File: config.mk
export PLATFORM = sky130hd
export DESIGN_NAME = cpu
export DESIGN_NICKNAME = d
export VERILOG_FILES = /design/src/logic/isaPkg.sv /design/src/logic/memMapPkg.sv /design/src/logic/memArbiter.sv /design/src/logic/fetchUnit.sv /design/src/logic/execUnit.sv /design/src/logic/cpu.sv
export SDC_FILE = /design/constraint.sdc
export NUM_CORES = 2
export LEC_CHECK = 0
export ABC_AREA = 1
export BUFFER_PORTS_ARGS = -buffer_cell sky130_fd_sc_hd__buf_4
export CELL_PAD_IN_SITES_DETAIL_PLACEMENT = 0
export CELL_PAD_IN_SITES_GLOBAL_PLACEMENT = 1
export CORE_AREA = 3 3 572 574
export CTS_CLUSTER_SIZE = 20
export DETAILED_ROUTE_END_ITERATION = 12
export DIE_AREA = 0 0 575 577
export PLACE_DENSITY_LB_ADDON = 0.05
export SETUP_SLACK_MARGIN = 0.4
export SLEW_MARGIN = 20
export SYNTH_ARGS = -nofsm -noshare
export SYNTH_HDL_FRONTEND = slang
export SYNTH_HIERARCHICAL = 1
export SYNTH_SLANG_ARGS = --single-unit
File: constraint.sdc
create_clock -name clk_in -period 7 [get_ports clk_in]
set_input_delay 0.7 -clock clk_in [delete_from_list [all_inputs] [get_ports clk_in]]
set_output_delay 0.7 -clock clk_in [all_outputs]
set_load 0.005 [all_outputs]
File: src/logic/isaPkg.sv
// ~~~~~~~~~~~~~~~~~~~~~~~~~~~~~~~~~~~~~~~~~~~~~~~~~~~~~~~~~~~~~~~~~~~~~~
// RV32I subset only. Encodings outside opcodeT decode as no-ops
// ~~~~~~~~~~~~~~~~~~~~~~~~~~~~~~~~~~~~~~~~~~~~~~~~~~~~~~~~~~~~~~~~~~~~~~
package isaPkg;

  localparam int XLEN       = 32;
  localparam int REG_ADDR_W = 5;

  // Register mirrored on the debug output
  localparam int DBG_REG = 10;

  // Instruction queue depth, which is also the credit count at reset
  localparam int QUEUE_DEPTH = 2;
  localparam int QUEUE_PTR_W = $clog2(QUEUE_DEPTH);
  // Counter holding 0 to QUEUE_DEPTH
  localparam int CNT_W       = $clog2(QUEUE_DEPTH + 1);

  // Instruction field positions
  localparam int OPCODE_LO = 0;
  localparam int OPCODE_HI = 6;
  localparam int RD_LO     = 7;
  localparam int FUNCT3_LO = 12;
  localparam int FUNCT3_HI = 14;
  localparam int RS1_LO    = 15;
  localparam int RS2_LO    = 20;
  localparam int FUNCT7_LO = 25;
  localparam int FUNCT7_HI = 31;

  // Major opcodes that the core executes
  typedef enum logic [6:0] {
    opcLui    = 7'b0110111,
    opcOpImm  = 7'b0010011,
    opcOp     = 7'b0110011,
    opcLoad   = 7'b0000011,
    opcStore  = 7'b0100011,
    opcBranch = 7'b1100011,
    opcJal    = 7'b1101111
  } opcodeT;

  typedef enum logic [2:0] {
    aluAdd,
    aluSub,
    aluAnd,
    aluOr,
    aluXor
  } aluOpT;

endpackage

File: src/logic/memMapPkg.sv
// ~~~~~~~~~~~~~~~~~~~~~~~~~~~~~~~~~~~~~~~~~~~~~~~~~~~~~~~~~~~~~~~~~~~~~~
// 128 KB RAM below 0x20000. I/O when address bits 17:16 are both set
// ~~~~~~~~~~~~~~~~~~~~~~~~~~~~~~~~~~~~~~~~~~~~~~~~~~~~~~~~~~~~~~~~~~~~~~
package memMapPkg;

  localparam int ADDR_W = 32;

  // Byte written here goes out on the UART
  localparam logic [ADDR_W-1:0] IO_UART_ADDR = 32'h0003_0000;
  // Any store here stops the program
  localparam logic [ADDR_W-1:0] IO_HALT_ADDR = 32'h0003_0004;

  // Address bits that mark the I/O region
  localparam int IO_SEL_HI = 17;
  localparam int IO_SEL_LO = 16;

  typedef enum logic {
    memRead,
    memWrite
  } memAccessT;

endpackage

File: src/logic/memArbiter.sv
// ~~~~~~~~~~~~~~~~~~~~~~~~~~~~~~~~~~~~~~~~~~~~~~~~~~~~~~~~~~~~~~~~~~~~~~
// Byte bus with one-cycle read return. Requests must hold until done
// ~~~~~~~~~~~~~~~~~~~~~~~~~~~~~~~~~~~~~~~~~~~~~~~~~~~~~~~~~~~~~~~~~~~~~~
module memArbiter (
  input  logic                         clk_in,
  input  logic                         rst_in,
  input  logic                         rdy_in,
  input  logic [7:0]                   memDin,
  input  logic                         ioBufferFull,
  input  logic                         fetchReq,
  input  logic [memMapPkg::ADDR_W-1:0] fetchAddr,
  input  logic                         dataReq,
  input  memMapPkg::memAccessT         dataKind,
  input  logic [memMapPkg::ADDR_W-1:0] dataAddr,
  input  logic [7:0]                   dataWdata,
  output logic [7:0]                   memDout,
  output logic [memMapPkg::ADDR_W-1:0] memA,
  output logic                         memWr,
  output logic                         fetchDone,
  output logic [isaPkg::XLEN-1:0]      fetchWord,
  output logic                         dataDone,
  output logic [7:0]                   dataRdata
);
  import memMapPkg::*;

  typedef enum logic [1:0] {
    stIdle,
    stFetchBytes,
    stDataAccess
  } stateT;

  stateT       state;
  logic [2:0]  byteCnt;
  logic [23:0] lowBytes;
  logic        ioSel;
  logic        ioHold;
  logic        rdyLast;
  logic [7:0]  heldDin;
  logic [7:0]  busByte;

  assign ioSel  = dataAddr[IO_SEL_HI:IO_SEL_LO] == 2'b11;
  // UART write has to wait for room in the output buffer
  assign ioHold = (dataKind == memWrite) && ioSel && ioBufferFull;

  // RAM keeps reading during a stall, so the byte for the old address is kept
  always_ff @(posedge clk_in)
  begin
    rdyLast <= rdy_in;
    if (rdyLast)
      heldDin <= memDin;
  end

  // Byte for the address presented before the last advancing edge
  assign busByte = rdyLast ? memDin : heldDin;

  // Last fetch byte is taken straight from the bus
  assign fetchDone = (state == stFetchBytes) && (byteCnt == 3'd4);
  assign fetchWord = {busByte, lowBytes};

  // Write is done in its bus cycle, a read one cycle later
  assign dataDone  = (state == stDataAccess) &&
                     ((dataKind == memWrite) ? (byteCnt == 3'd0) : (byteCnt == 3'd1));
  assign dataRdata = memDin;

  always_ff @(posedge clk_in)
  begin
    if (rst_in)
    begin
      state   <= stIdle;
      byteCnt <= '0;
      memA    <= '0;
      memDout <= '0;
      memWr   <= 1'b0;
    end
    else if (rdy_in)
    begin
      case (state)
        stIdle:
        begin
          // Data side wins over a fetch that has not started
          if (dataReq)
          begin
            if (!ioHold)
            begin
              memA    <= dataAddr;
              memDout <= dataWdata;
              memWr   <= dataKind == memWrite;
              byteCnt <= '0;
              state   <= stDataAccess;
            end
          end
          else if (fetchReq)
          begin
            memA    <= fetchAddr;
            memWr   <= 1'b0;
            byteCnt <= '0;
            state   <= stFetchBytes;
          end
        end
        stFetchBytes:
        begin
          byteCnt <= byteCnt + 3'd1;
          // Bytes arrive one cycle behind their address
          if (byteCnt inside {[3'd1:3'd3]})
            lowBytes <= {busByte, lowBytes[23:8]};
          if (byteCnt < 3'd3)
            memA <= fetchAddr + ADDR_W'(byteCnt + 3'd1);
          if (fetchDone)
            state <= stIdle;
        end
        stDataAccess:
        begin
          memWr   <= 1'b0;
          byteCnt <= byteCnt + 3'd1;
          if (dataDone)
            state <= stIdle;
        end
        default:
          state <= stIdle;
      endcase
    end
  end

  // I/O write reaches the bus only from an edge where the buffer had room
  assert property (@(posedge clk_in) disable iff (rst_in)
    (memWr && !$past(memWr) && memA[IO_SEL_HI:IO_SEL_LO] == 2'b11)
      |-> !$past(ioBufferFull));

  assert property (@(posedge clk_in) disable iff (rst_in)
    !(fetchDone && dataDone));

endmodule

File: src/logic/fetchUnit.sv
// ~~~~~~~~~~~~~~~~~~~~~~~~~~~~~~~~~~~~~~~~~~~~~~~~~~~~~~~~~~~~~~~~~~~~~~
// One fetch in flight. A word may be sent only while a credit is held
// ~~~~~~~~~~~~~~~~~~~~~~~~~~~~~~~~~~~~~~~~~~~~~~~~~~~~~~~~~~~~~~~~~~~~~~
module fetchUnit (
  input  logic                         clk_in,
  input  logic                         rst_in,
  input  logic                         rdy_in,
  input  logic                         fetchDone,
  input  logic [isaPkg::XLEN-1:0]      fetchWord,
  input  logic                         instrCredit,
  input  logic                         redirectValid,
  input  logic [memMapPkg::ADDR_W-1:0] redirectPc,
  output logic                         fetchReq,
  output logic [memMapPkg::ADDR_W-1:0] fetchAddr,
  output logic                         instrValid,
  output logic [isaPkg::XLEN-1:0]      instrWord,
  output logic [memMapPkg::ADDR_W-1:0] instrPc
);
  import isaPkg::*;
  import memMapPkg::*;

  logic [ADDR_W-1:0] pc;
  logic [CNT_W-1:0]  credits;
  logic [CNT_W-1:0]  creditsNext;
  logic              dropPending;
  logic              deliver;

  // Word fetched on a stale path is thrown away
  assign deliver     = fetchDone && !dropPending && !redirectValid;
  assign creditsNext = credits - CNT_W'(deliver) + CNT_W'(instrCredit);

  always_ff @(posedge clk_in)
  begin
    if (rst_in)
    begin
      pc          <= '0;
      credits     <= CNT_W'(QUEUE_DEPTH);
      fetchReq    <= 1'b0;
      dropPending <= 1'b0;
      instrValid  <= 1'b0;
    end
    else if (rdy_in)
    begin
      instrValid <= deliver;
      if (fetchDone)
      begin
        fetchReq    <= 1'b0;
        dropPending <= 1'b0;
      end
      if (redirectValid)
      begin
        // Queue was flushed, so every credit comes back
        pc      <= redirectPc;
        credits <= CNT_W'(QUEUE_DEPTH);
        if (fetchReq && !fetchDone)
          dropPending <= 1'b1;
      end
      else
      begin
        credits <= creditsNext;
        if (deliver)
          pc <= fetchAddr + ADDR_W'(4);
        if (!fetchReq && credits != '0)
          fetchReq <= 1'b1;
      end
    end
  end

  // Payload registers
  always_ff @(posedge clk_in)
  begin
    if (rdy_in)
    begin
      if (!fetchReq)
        fetchAddr <= pc;
      if (deliver)
      begin
        instrWord <= fetchWord;
        instrPc   <= fetchAddr;
      end
    end
  end

  assert property (@(posedge clk_in) disable iff (rst_in)
    credits <= CNT_W'(QUEUE_DEPTH));

  // Each delivered word spends a credit that was really held
  assert property (@(posedge clk_in) disable iff (rst_in)
    deliver |-> credits != '0);

endmodule

File: src/logic/execUnit.sv
// ~~~~~~~~~~~~~~~~~~~~~~~~~~~~~~~~~~~~~~~~~~~~~~~~~~~~~~~~~~~~~~~~~~~~~~
// In-order, one entry per cycle. Loads are LBU only and stores SB only
// ~~~~~~~~~~~~~~~~~~~~~~~~~~~~~~~~~~~~~~~~~~~~~~~~~~~~~~~~~~~~~~~~~~~~~~
module execUnit (
  input  logic                         clk_in,
  input  logic                         rst_in,
  input  logic                         rdy_in,
  input  logic                         instrValid,
  input  logic [isaPkg::XLEN-1:0]      instrWord,
  input  logic [memMapPkg::ADDR_W-1:0] instrPc,
  input  logic                         dataDone,
  input  logic [7:0]                   dataRdata,
  output logic                         instrCredit,
  output logic                         redirectValid,
  output logic [memMapPkg::ADDR_W-1:0] redirectPc,
  output logic                         dataReq,
  output memMapPkg::memAccessT         dataKind,
  output logic [memMapPkg::ADDR_W-1:0] dataAddr,
  output logic [7:0]                   dataWdata,
  output logic [isaPkg::XLEN-1:0]      dbgReg
);
  import isaPkg::*;
  import memMapPkg::*;

  logic [XLEN-1:0]        qWord [QUEUE_DEPTH];
  logic [ADDR_W-1:0]      qPc [QUEUE_DEPTH];
  logic [QUEUE_PTR_W-1:0] qHead;
  logic [QUEUE_PTR_W-1:0] qTail;
  logic [CNT_W-1:0]       qCount;
  logic                   halted;
  logic [XLEN-1:0]        regs [2**REG_ADDR_W];

  logic [XLEN-1:0]       word;
  logic [ADDR_W-1:0]     pc;
  opcodeT                opcode;
  logic [2:0]            funct3;
  logic [6:0]            funct7;
  logic [REG_ADDR_W-1:0] rd;
  logic [REG_ADDR_W-1:0] rs1;
  logic [REG_ADDR_W-1:0] rs2;
  logic [XLEN-1:0]       rs1Val;
  logic [XLEN-1:0]       rs2Val;
  logic [XLEN-1:0]       immI;
  logic [XLEN-1:0]       immS;
  logic [XLEN-1:0]       immB;
  logic [XLEN-1:0]       immU;
  logic [XLEN-1:0]       immJ;
  aluOpT                 aluOp;
  logic                  writeRd;
  logic                  isLoad;
  logic                  isStore;
  logic                  isBranch;
  logic                  isJal;
  logic [XLEN-1:0]       opA;
  logic [XLEN-1:0]       opB;
  logic [XLEN-1:0]       aluResult;
  logic [XLEN-1:0]       wbData;
  logic                  execEnable;
  logic                  branchTaken;
  logic                  advance;

  assign qTail  = qHead + QUEUE_PTR_W'(qCount);
  assign word   = qWord[qHead];
  assign pc     = qPc[qHead];
  assign opcode = opcodeT'(word[OPCODE_HI:OPCODE_LO]);
  assign funct3 = word[FUNCT3_HI:FUNCT3_LO];
  assign funct7 = word[FUNCT7_HI:FUNCT7_LO];
  assign rd     = word[RD_LO +: REG_ADDR_W];
  assign rs1    = word[RS1_LO +: REG_ADDR_W];
  assign rs2    = word[RS2_LO +: REG_ADDR_W];

  assign immI = {{20{word[31]}}, word[31:20]};
  assign immS = {{20{word[31]}}, word[31:25], word[11:7]};
  assign immB = {{19{word[31]}}, word[31], word[7], word[30:25], word[11:8], 1'b0};
  assign immU = {word[31:12], 12'b0};
  assign immJ = {{11{word[31]}}, word[31], word[19:12], word[20], word[30:21], 1'b0};

  // x0 is never written but reads as zero regardless
  assign rs1Val = (rs1 == '0) ? '0 : regs[rs1];
  assign rs2Val = (rs2 == '0) ? '0 : regs[rs2];
  assign dbgReg = regs[DBG_REG];

  always_comb
  begin
    aluOp    = aluAdd;
    writeRd  = 1'b0;
    isLoad   = 1'b0;
    isStore  = 1'b0;
    isBranch = 1'b0;
    isJal    = 1'b0;
    case (opcode)
      opcLui:
        writeRd = 1'b1;
      opcOpImm, opcOp:
      begin
        writeRd = 1'b1;
        case (funct3)
          3'b000:  aluOp = (opcode == opcOp && funct7[5]) ? aluSub : aluAdd;
          3'b100:  aluOp = aluXor;
          3'b110:  aluOp = aluOr;
          3'b111:  aluOp = aluAnd;
          default: writeRd = 1'b0;
        endcase
        // funct7 must be zero except for SUB
        if (opcode == opcOp && funct7 != 7'b0 &&
            !(funct7 == 7'b0100000 && funct3 == 3'b000))
          writeRd = 1'b0;
      end
      opcLoad:
      begin
        isLoad  = funct3 == 3'b100;
        writeRd = funct3 == 3'b100;
      end
      opcStore:
        isStore = funct3 == 3'b000;
      opcBranch:
        isBranch = funct3[2:1] == 2'b00;
      opcJal:
      begin
        isJal   = 1'b1;
        writeRd = 1'b1;
      end
      default:
        writeRd = 1'b0;
    endcase
  end

  assign opA = (opcode == opcLui) ? '0 : rs1Val;
  assign opB = (opcode == opcOp) ? rs2Val : ((opcode == opcLui) ? immU : immI);

  always_comb
  begin
    case (aluOp)
      aluSub:  aluResult = opA - opB;
      aluAnd:  aluResult = opA & opB;
      aluOr:   aluResult = opA | opB;
      aluXor:  aluResult = opA ^ opB;
      default: aluResult = opA + opB;
    endcase
  end

  // funct3 bit 0 selects BNE over BEQ
  assign branchTaken = isBranch && (funct3[0] ? (rs1Val != rs2Val) : (rs1Val == rs2Val));

  assign execEnable    = (qCount != '0) && !halted;
  assign redirectValid = execEnable && (isJal || branchTaken);
  assign redirectPc    = pc + (isJal ? immJ : immB);

  // Memory ops hold the head until the arbiter answers
  assign dataReq   = execEnable && (isLoad || isStore);
  assign dataKind  = isStore ? memWrite : memRead;
  assign dataAddr  = rs1Val + (isStore ? immS : immI);
  assign dataWdata = rs2Val[7:0];

  assign advance     = execEnable && (!dataReq || dataDone);
  assign instrCredit = advance;

  assign wbData = isLoad ? {{(XLEN-8){1'b0}}, dataRdata} :
                  (isJal ? pc + ADDR_W'(4) : aluResult);

  always_ff @(posedge clk_in)
  begin
    if (rst_in)
    begin
      qHead  <= '0;
      qCount <= '0;
      halted <= 1'b0;
    end
    else if (rdy_in)
    begin
      if (redirectValid)
      begin
        // Entries behind a taken jump are on the wrong path
        qHead  <= '0;
        qCount <= '0;
      end
      else
      begin
        qHead  <= qHead + QUEUE_PTR_W'(advance);
        qCount <= qCount + CNT_W'(instrValid) - CNT_W'(advance);
      end
      if (advance && isStore && dataAddr == IO_HALT_ADDR)
        halted <= 1'b1;
    end
  end

  always_ff @(posedge clk_in)
  begin
    if (rdy_in && instrValid && !redirectValid)
    begin
      qWord[qTail] <= instrWord;
      qPc[qTail]   <= instrPc;
    end
  end

  always_ff @(posedge clk_in)
  begin
    if (rst_in)
    begin
      for (int i = 0; i < 2**REG_ADDR_W; i++)
        regs[i] <= '0;
    end
    else if (rdy_in && advance && writeRd && rd != '0)
      regs[rd] <= wbData;
  end

  // Credit flow from fetchUnit must keep the queue from overflowing
  assert property (@(posedge clk_in) disable iff (rst_in)
    instrValid |-> qCount < CNT_W'(QUEUE_DEPTH));

endmodule

File: src/logic/cpu.sv
// ~~~~~~~~~~~~~~~~~~~~~~~~~~~~~~~~~~~~~~~~~~~~~~~~~~~~~~~~~~~~~~~~~~~~~~
// Whole core freezes while rdy_in is low. dbgreg_dout shows x10
// ~~~~~~~~~~~~~~~~~~~~~~~~~~~~~~~~~~~~~~~~~~~~~~~~~~~~~~~~~~~~~~~~~~~~~~
module cpu (
  input  logic                         clk_in,
  input  logic                         rst_in,
  input  logic                         rdy_in,
  input  logic [7:0]                   mem_din,
  output logic [7:0]                   mem_dout,
  output logic [memMapPkg::ADDR_W-1:0] mem_a,
  output logic                         mem_wr,
  input  logic                         io_buffer_full,
  output logic [isaPkg::XLEN-1:0]      dbgreg_dout
);
  import isaPkg::*;
  import memMapPkg::*;

  // Fetch port
  logic              fetchReq;
  logic [ADDR_W-1:0] fetchAddr;
  logic              fetchDone;
  logic [XLEN-1:0]   fetchWord;

  // Instruction link
  logic              instrValid;
  logic [XLEN-1:0]   instrWord;
  logic [ADDR_W-1:0] instrPc;
  logic              instrCredit;
  logic              redirectValid;
  logic [ADDR_W-1:0] redirectPc;

  // Data port
  logic              dataReq;
  memAccessT         dataKind;
  logic [ADDR_W-1:0] dataAddr;
  logic [7:0]        dataWdata;
  logic              dataDone;
  logic [7:0]        dataRdata;

  fetchUnit fetch (
    .clk_in        (clk_in),
    .rst_in        (rst_in),
    .rdy_in        (rdy_in),
    .fetchDone     (fetchDone),
    .fetchWord     (fetchWord),
    .instrCredit   (instrCredit),
    .redirectValid (redirectValid),
    .redirectPc    (redirectPc),
    .fetchReq      (fetchReq),
    .fetchAddr     (fetchAddr),
    .instrValid    (instrValid),
    .instrWord     (instrWord),
    .instrPc       (instrPc)
  );

  execUnit exec (
    .clk_in        (clk_in),
    .rst_in        (rst_in),
    .rdy_in        (rdy_in),
    .instrValid    (instrValid),
    .instrWord     (instrWord),
    .instrPc       (instrPc),
    .dataDone      (dataDone),
    .dataRdata     (dataRdata),
    .instrCredit   (instrCredit),
    .redirectValid (redirectValid),
    .redirectPc    (redirectPc),
    .dataReq       (dataReq),
    .dataKind      (dataKind),
    .dataAddr      (dataAddr),
    .dataWdata     (dataWdata),
    .dbgReg        (dbgreg_dout)
  );

  memArbiter arbiter (
    .clk_in       (clk_in),
    .rst_in       (rst_in),
    .rdy_in       (rdy_in),
    .memDin       (mem_din),
    .ioBufferFull (io_buffer_full),
    .fetchReq     (fetchReq),
    .fetchAddr    (fetchAddr),
    .dataReq      (dataReq),
    .dataKind     (dataKind),
    .dataAddr     (dataAddr),
    .dataWdata    (dataWdata),
    .memDout      (mem_dout),
    .memA         (mem_a),
    .memWr        (mem_wr),
    .fetchDone    (fetchDone),
    .fetchWord    (fetchWord),
    .dataDone     (dataDone),
    .dataRdata    (dataRdata)
  );

endmodule

[After elaboration in Yosys (flattened, before gate mapping)]
Memories as Yosys holds them, arrays and structs flattened. A register that Yosys moved wholly into a read port is not among the register bits.
Index checks and enable logic that the tools add are counted.
W data, S select, Z words.
Operators by class
  muxes and demuxes: 68
  eq/ne operators: 28
  magnitude comparators: 3
  bitwise operators: 6
  add/subtract/negate cells: 15
  reductions and logical operators: 64
Operators by type and width (number)
  $mux W32: 13
  $add A32 B32 Y32: 4
  $pmux W32 S4: 1
  $add A32 B3 Y32 const B: 2
  $pmux W32 S2: 1
  $and A32 B32 Y32: 1
  $eq A32 B18 Y1 const B: 1
  $eq A32 B32 Y1: 1
  $mux W1: 32
  $ne A32 B32 Y1: 1
  $or A32 B32 Y32: 1
  $reduce_or A32 Y1: 1
  $sub A32 B32 Y32: 1
  $xor A32 B32 Y32: 1
  $mux W31: 1
  $eq A7 B6 Y1 const B: 4
  $logic_and A1 B1 Y1: 25
  $mux W20: 1
  $reduce_and A4 Y1: 4
  $eq A3 B3 Y1 const B: 5
  $eq A7 B7 Y1 const B: 2
  $mux W2: 7
  $mux W3: 4
  $pmux W3 S4: 1
  other kinds (35): 69
Word-level totals
  output and inout bits: 73
  memories kept: 3
  memory bits (writable): 1152
  bits of input ports: 12
  word-level logic and storage cells: 206
  register bits after elaboration: 216
Memory list
  exec.regs: words 32, width 32, read ports 3, clocked after memory_dff 0, wr ports 32, RTL line execUnit.sv:31  | logic [XLEN-1:0] regs [2**REG_ADDR_W];
  exec.qPc: words 2, width 32, read ports 1, clocked after memory_dff 1, wr ports 1, RTL line execUnit.sv:26  | logic [ADDR_W-1:0] qPc [QUEUE_DEPTH];
  exec.qWord: words 2, width 32, read ports 1, clocked after memory_dff 1, wr ports 1, RTL line execUnit.sv:25  | logic [XLEN-1:0] qWord [QUEUE_DEPTH];

[Longest topological paths before layout]
  depth in word-level cells: 15
  gate-level depth with buffers: 40
  mapped depth without buffers: 37

[By module]
Netlist, hierarchy kept.
Modules (own cells, without submodules)
  execUnit: area an instance 70401.3 um^2, cells an instance 9044, times used 1, seq. area each 34693.3 um^2
  fetchUnit: area an instance 5313.8 um^2, cells an instance 501, times used 1, seq. area each 3623.5 um^2
  memArbiter: area an instance 4658.2 um^2, cells an instance 656, times used 1, seq. area each 1821.7 um^2

[Worst setup path before layout]
Ideal clock, no wire load.
  path kind: reg-to-reg
  start point: reg (tool-made name)
  end point: mem exec.qPc[0][0], enable pin
  period minus slack after synthesis: 6073 ps
  cell stages (with the launch flop): 24
  library setup time: 486 ps
  data arrival time: 5587 ps
  path buffers: 4
  setup slack: 927 ps
  path through: dfxtp_1 > inv_2 > buf_2 > buf_2 > o21ai_1 > clkbuf_1 > clkbuf_1 > nand3_1 > nand3_1 > nand3_1 > nand2_1 > nand2_1 > nand3_1 > xnor2_1 > nand2_1 > nor2_1 > nand2_1 > nor2_1 > nand3_1 > nand3_1 > nand2_1 > nand2_1 > nand3_1 > nor2_1
RTL lines (RTL line)
  to (decl): execUnit.sv:26

==> results.md <==
* Status: finished, final reports clean
* Multi-input gate area at 36400 sq um
* First-pass GRT wire length at roughly 610000 um
* Placed Cells at 14382
* Placed cell areas at 89000 sq um
* Vias in the first global route at roughly 74000
* Slew Limit Fails at 0
* CP max-delay cell: dfxtp_4
* Synth Instances at slightly above 10000
* Final #Nets at roughly 10000
* Critical Path AT at 6950 ps
* Total power per unit cell area at 280 nW/um^2
* Clock Path Buffers at 4
* Die Ht at 577 um
* Number of buffers and inverters on the critical path at 9
* Synth area leaders: edfxtp_1 48%, nand2_1 14%, nand3_1 13%, nor2_1 6.3%, ha_1 2.7%
* Design area at 96400 sq um
* Switch share at 0.378
* Top_reg_cell synth: edfxtp_1
* TritonCTS Buffers at between 150 and 200
* GP Congestion at 0.859
* Worst hold path class: primary input to register
* Drt drc at 0
* Logic pwr share at 0.302
* Post-synthesis register bit count at 1369
* Slew margin rel. at 0.296
* Area share of the largest cell type after synthesis at 0.475
* Tmin final at 6360 ps
* Clock transition at the registers of the reported paths at about 60 ps
* Vias at about 76000
* Share of power burned in registers at 0.347
* IO Count at 85
* Worst-margin pin slew at 1050 ps
* Crit Path Class: register to register
* EDFF count, synth at 1272
* Worst VDD drop at 201 uV
* Period Utilization, post-route at 0.909
* Layout cells sized above 1 at 0.113
* Clk sinks at 1369
* Grt ovf at 0
* Yosys top cell by area: edfxtp_1
* Routed wire per std cell at 30.2 um
* Fillers at between 30000 and 40000
* Post-synthesis sequential area ratio at 0.499
* Synthesis Warnings at 6
* TritonCTS clock tree: yes
* Worst setup SP type: register
* Commonest non-fill, non-tap cell in the layout: nand2_1
* CORE AREA at 323000 sq um
* Crit path required time at around 7600 ps
* Die area at 332000 sq um
* Post-route ant nets at 0
* Most frequent CP cell: nand2_1
* Async S/R FF share, synth at 0
* P_leak at 39.1 nW
* Site Rows at ~210
* Final Hold Viols at 0
* Initial DRC count at approximately 8000
* Insertion delay to the later sink of the worst-skew pair at 910 ps
* Root Driver: clkbuf_16
* H-tree levels at 4
* DR pass1 iterations at 7
* Area Growth Syn to Fin at 20.0%
* Largest net degree at the start of global routing at 66
* CP endpoint kind: register
* DP HPWL at 284000 um
* Die W at 575 um
* Number of I/O port buffers at 84
* FMAX at ~0.16 GHz
* Max-cap viol count at 0
* Finish-stage setup viols at 0
* Distinct cells, synth at 60
* Final wirelength at 447000 um
* Syn Std Cell Area at 80400 sq um
* Initial core utilization at 0.249
* Setup Skew at between 70 and 80 ps
* Power share of the clock group at 0.351
* Delay of the slowest critical-path stage at 400 ps
* Crit-path leading delay family: simple AND/OR/NAND/NOR gates
* RSZ-0062 raised after global routing: yes
* Post-Layout Cell Count at 14783
* Via/cell ratio at roughly 5
* Most frequent cells in the layout: 2949 x nand2_1, 2041 x nand3_1, 1338 x nor2_1, 1272 x edfxtp_1, 448 x buf_4
* Area occupied by registers at 40100 sq um
* Sw power at 10.2 mW
* Int Pwr at 16.8 mW
* Tot GR Track Use at 0.258
* Initial antenna violation count at 12
* Critical path peak fanout at 38
* Syn avg cell area at 7.88 sq um
## flip-flops by register name, indices dropped and copies added (netlist names), 24 cells and up, named ones only
signal,cells
arbiter/lowBytes,24
arbiter/memA,32
exec/qPc,64
exec/qWord,64
exec/regs,1024
fetch/fetchAddr,32
fetch/instrPc,32
fetch/instrWord,32
fetch/pc,32
## path summary, 6_finish.rpt
| check | startpoint | endpoint | slack [ps] | cells after the start |
|---|---|---|---|---|
| worst min register to register | arbiter/lowBytes[6]$_DFFE_PP_ | fetch/instrWord[6]$_DFFE_PP_ | 420 | 0 |
| worst min-delay path | rdy_in | arbiter/rdyLast$_DFF_P_ | 110 | 1 |
| worst max-delay path | register | exec/regs[6][22]$_SDFFCE_PN0P_ | 640 | 37 |
| worst max register to register | register | exec/regs[6][22]$_SDFFCE_PN0P_ | 640 | 37 |
## layer usage
metal,share of wire,vias up,track usage
met4,0.026,4,0.0591
met3,0.058,550,0.0294
met5,0.000049,-,0
met1,0.44,38055,0.350
li1,-,34410,-
met2,0.48,2803,0.438
## cell usage after synthesis, types with 6 or more instances
| cell | n |
|---|---|
| o211ai_1 | 39 |
| or2_2 | 41 |
| nor2_1 | 1357 |
| nor2_2 | 14 |
| o21a_1 | 11 |
| nor3_1 | 24 |
| dfxtp_1 | 97 |
| inv_2 | 16 |
| buf_1 | 100 |
| buf_6 | 6 |
| edfxtp_1 | 1272 |
| o21ai_0 | 257 |
| nand2_2 | 9 |
| clkbuf_1 | 361 |
| inv_1 | 426 |
| o21ai_1 | 17 |
| buf_4 | 14 |
| nor2_4 | 9 |
| xnor2_1 | 40 |
| nand3_1 | 2067 |
| nor4_1 | 7 |
| a21o_1 | 6 |
| buf_2 | 261 |
| o21bai_1 | 7 |
| ha_1 | 173 |
| nand3b_1 | 6 |
| a21boi_0 | 9 |
| a31oi_1 | 23 |
| a21oi_1 | 275 |
| mux2_2 | 8 |
| nand4_1 | 23 |
| a22oi_1 | 18 |
| a221oi_1 | 12 |
| nand2_1 | 3049 |
| xor2_1 | 96 |
## kinds of logic (layout without fill, tap and decap cells)
kind of cell | count (synthesis) | after routing | share of synthesized area
muxes | 13 | 13 | 0.00174
other | 1 | 40 | 0.0000467
AOI/OAI and AO/OA | 700 | 700 | 0.0485
buffers and inverters | 1186 | 1403 | 0.0607
adders and majority gates | 177 | 177 | 0.0279
xor gates and xnor gates | 136 | 136 | 0.0148
and+or+nand+nor | 6619 | 6620 | 0.347
DFF | 1369 | 1369 | 0.499
## power groups by stage
stage / clock, mW / combinational (mW) / sequential, mW
finish: 9.50 / 8.16 / 9.38
global route: 10.1 / 8.68 / 9.40
CTS: 9.76 / 7.88 / 9.38
detailed placement: 0 / 7.79 / 9.54
global placement: 0 / 7.84 / 9.55
floorplan: 0 / 3.90 / 9.47
## area by class of cell
| class | count | area share |
|---|---|---|
| sequential | 1369 | 0.416 |
| multi-input combinational | 7678 | 0.378 |
| tap | 4325 | 0.0561 |
| clock inverter | 108 | 0.0104 |
| antenna | 8 | 0.000208 |
| clock buffer | 226 | 0.0502 |
| inverter | 444 | 0.0180 |
| timing repair buffer | 624 | 0.0706 |
| timing repair inverter | 1 | 0.000117 |
## per-stage QoR
step	worst slack [ps]	total power, mW	TNS, ps	hold WS [ps]	utilization
CTS	339	27.0	0	24.0	0.295
finish	638	27.0	0	105	0.298
detailed placement	-205	17.3	-4080	406	0.275
global placement	-236	17.4	-4470	404	0.275
global route	291	28.1	0	48.0	0.298
floorplan	927	13.4	0	400	-
## repair_timing
action | CTS | global route
buffers inserted | 7 | 37
gates resized for setup | 51 | 141
hold buffers | 0 | 0
pin swaps | 3 | 11
gates cloned | 3 | 12
setup endpoints to repair | 921 | 755
## worst register-to-register path, delay by kind of cell, from the launching register on
kind | cells | cell delay (ps)
simple gates | 20 | 2540
buf+inv | 9 | 1650
compound gates | 6 | 980
flops | 1 | 400
fa+ha+maj | 1 | 350
xor+xnor | 1 | 180
Power figures use the tool's default switching activity.
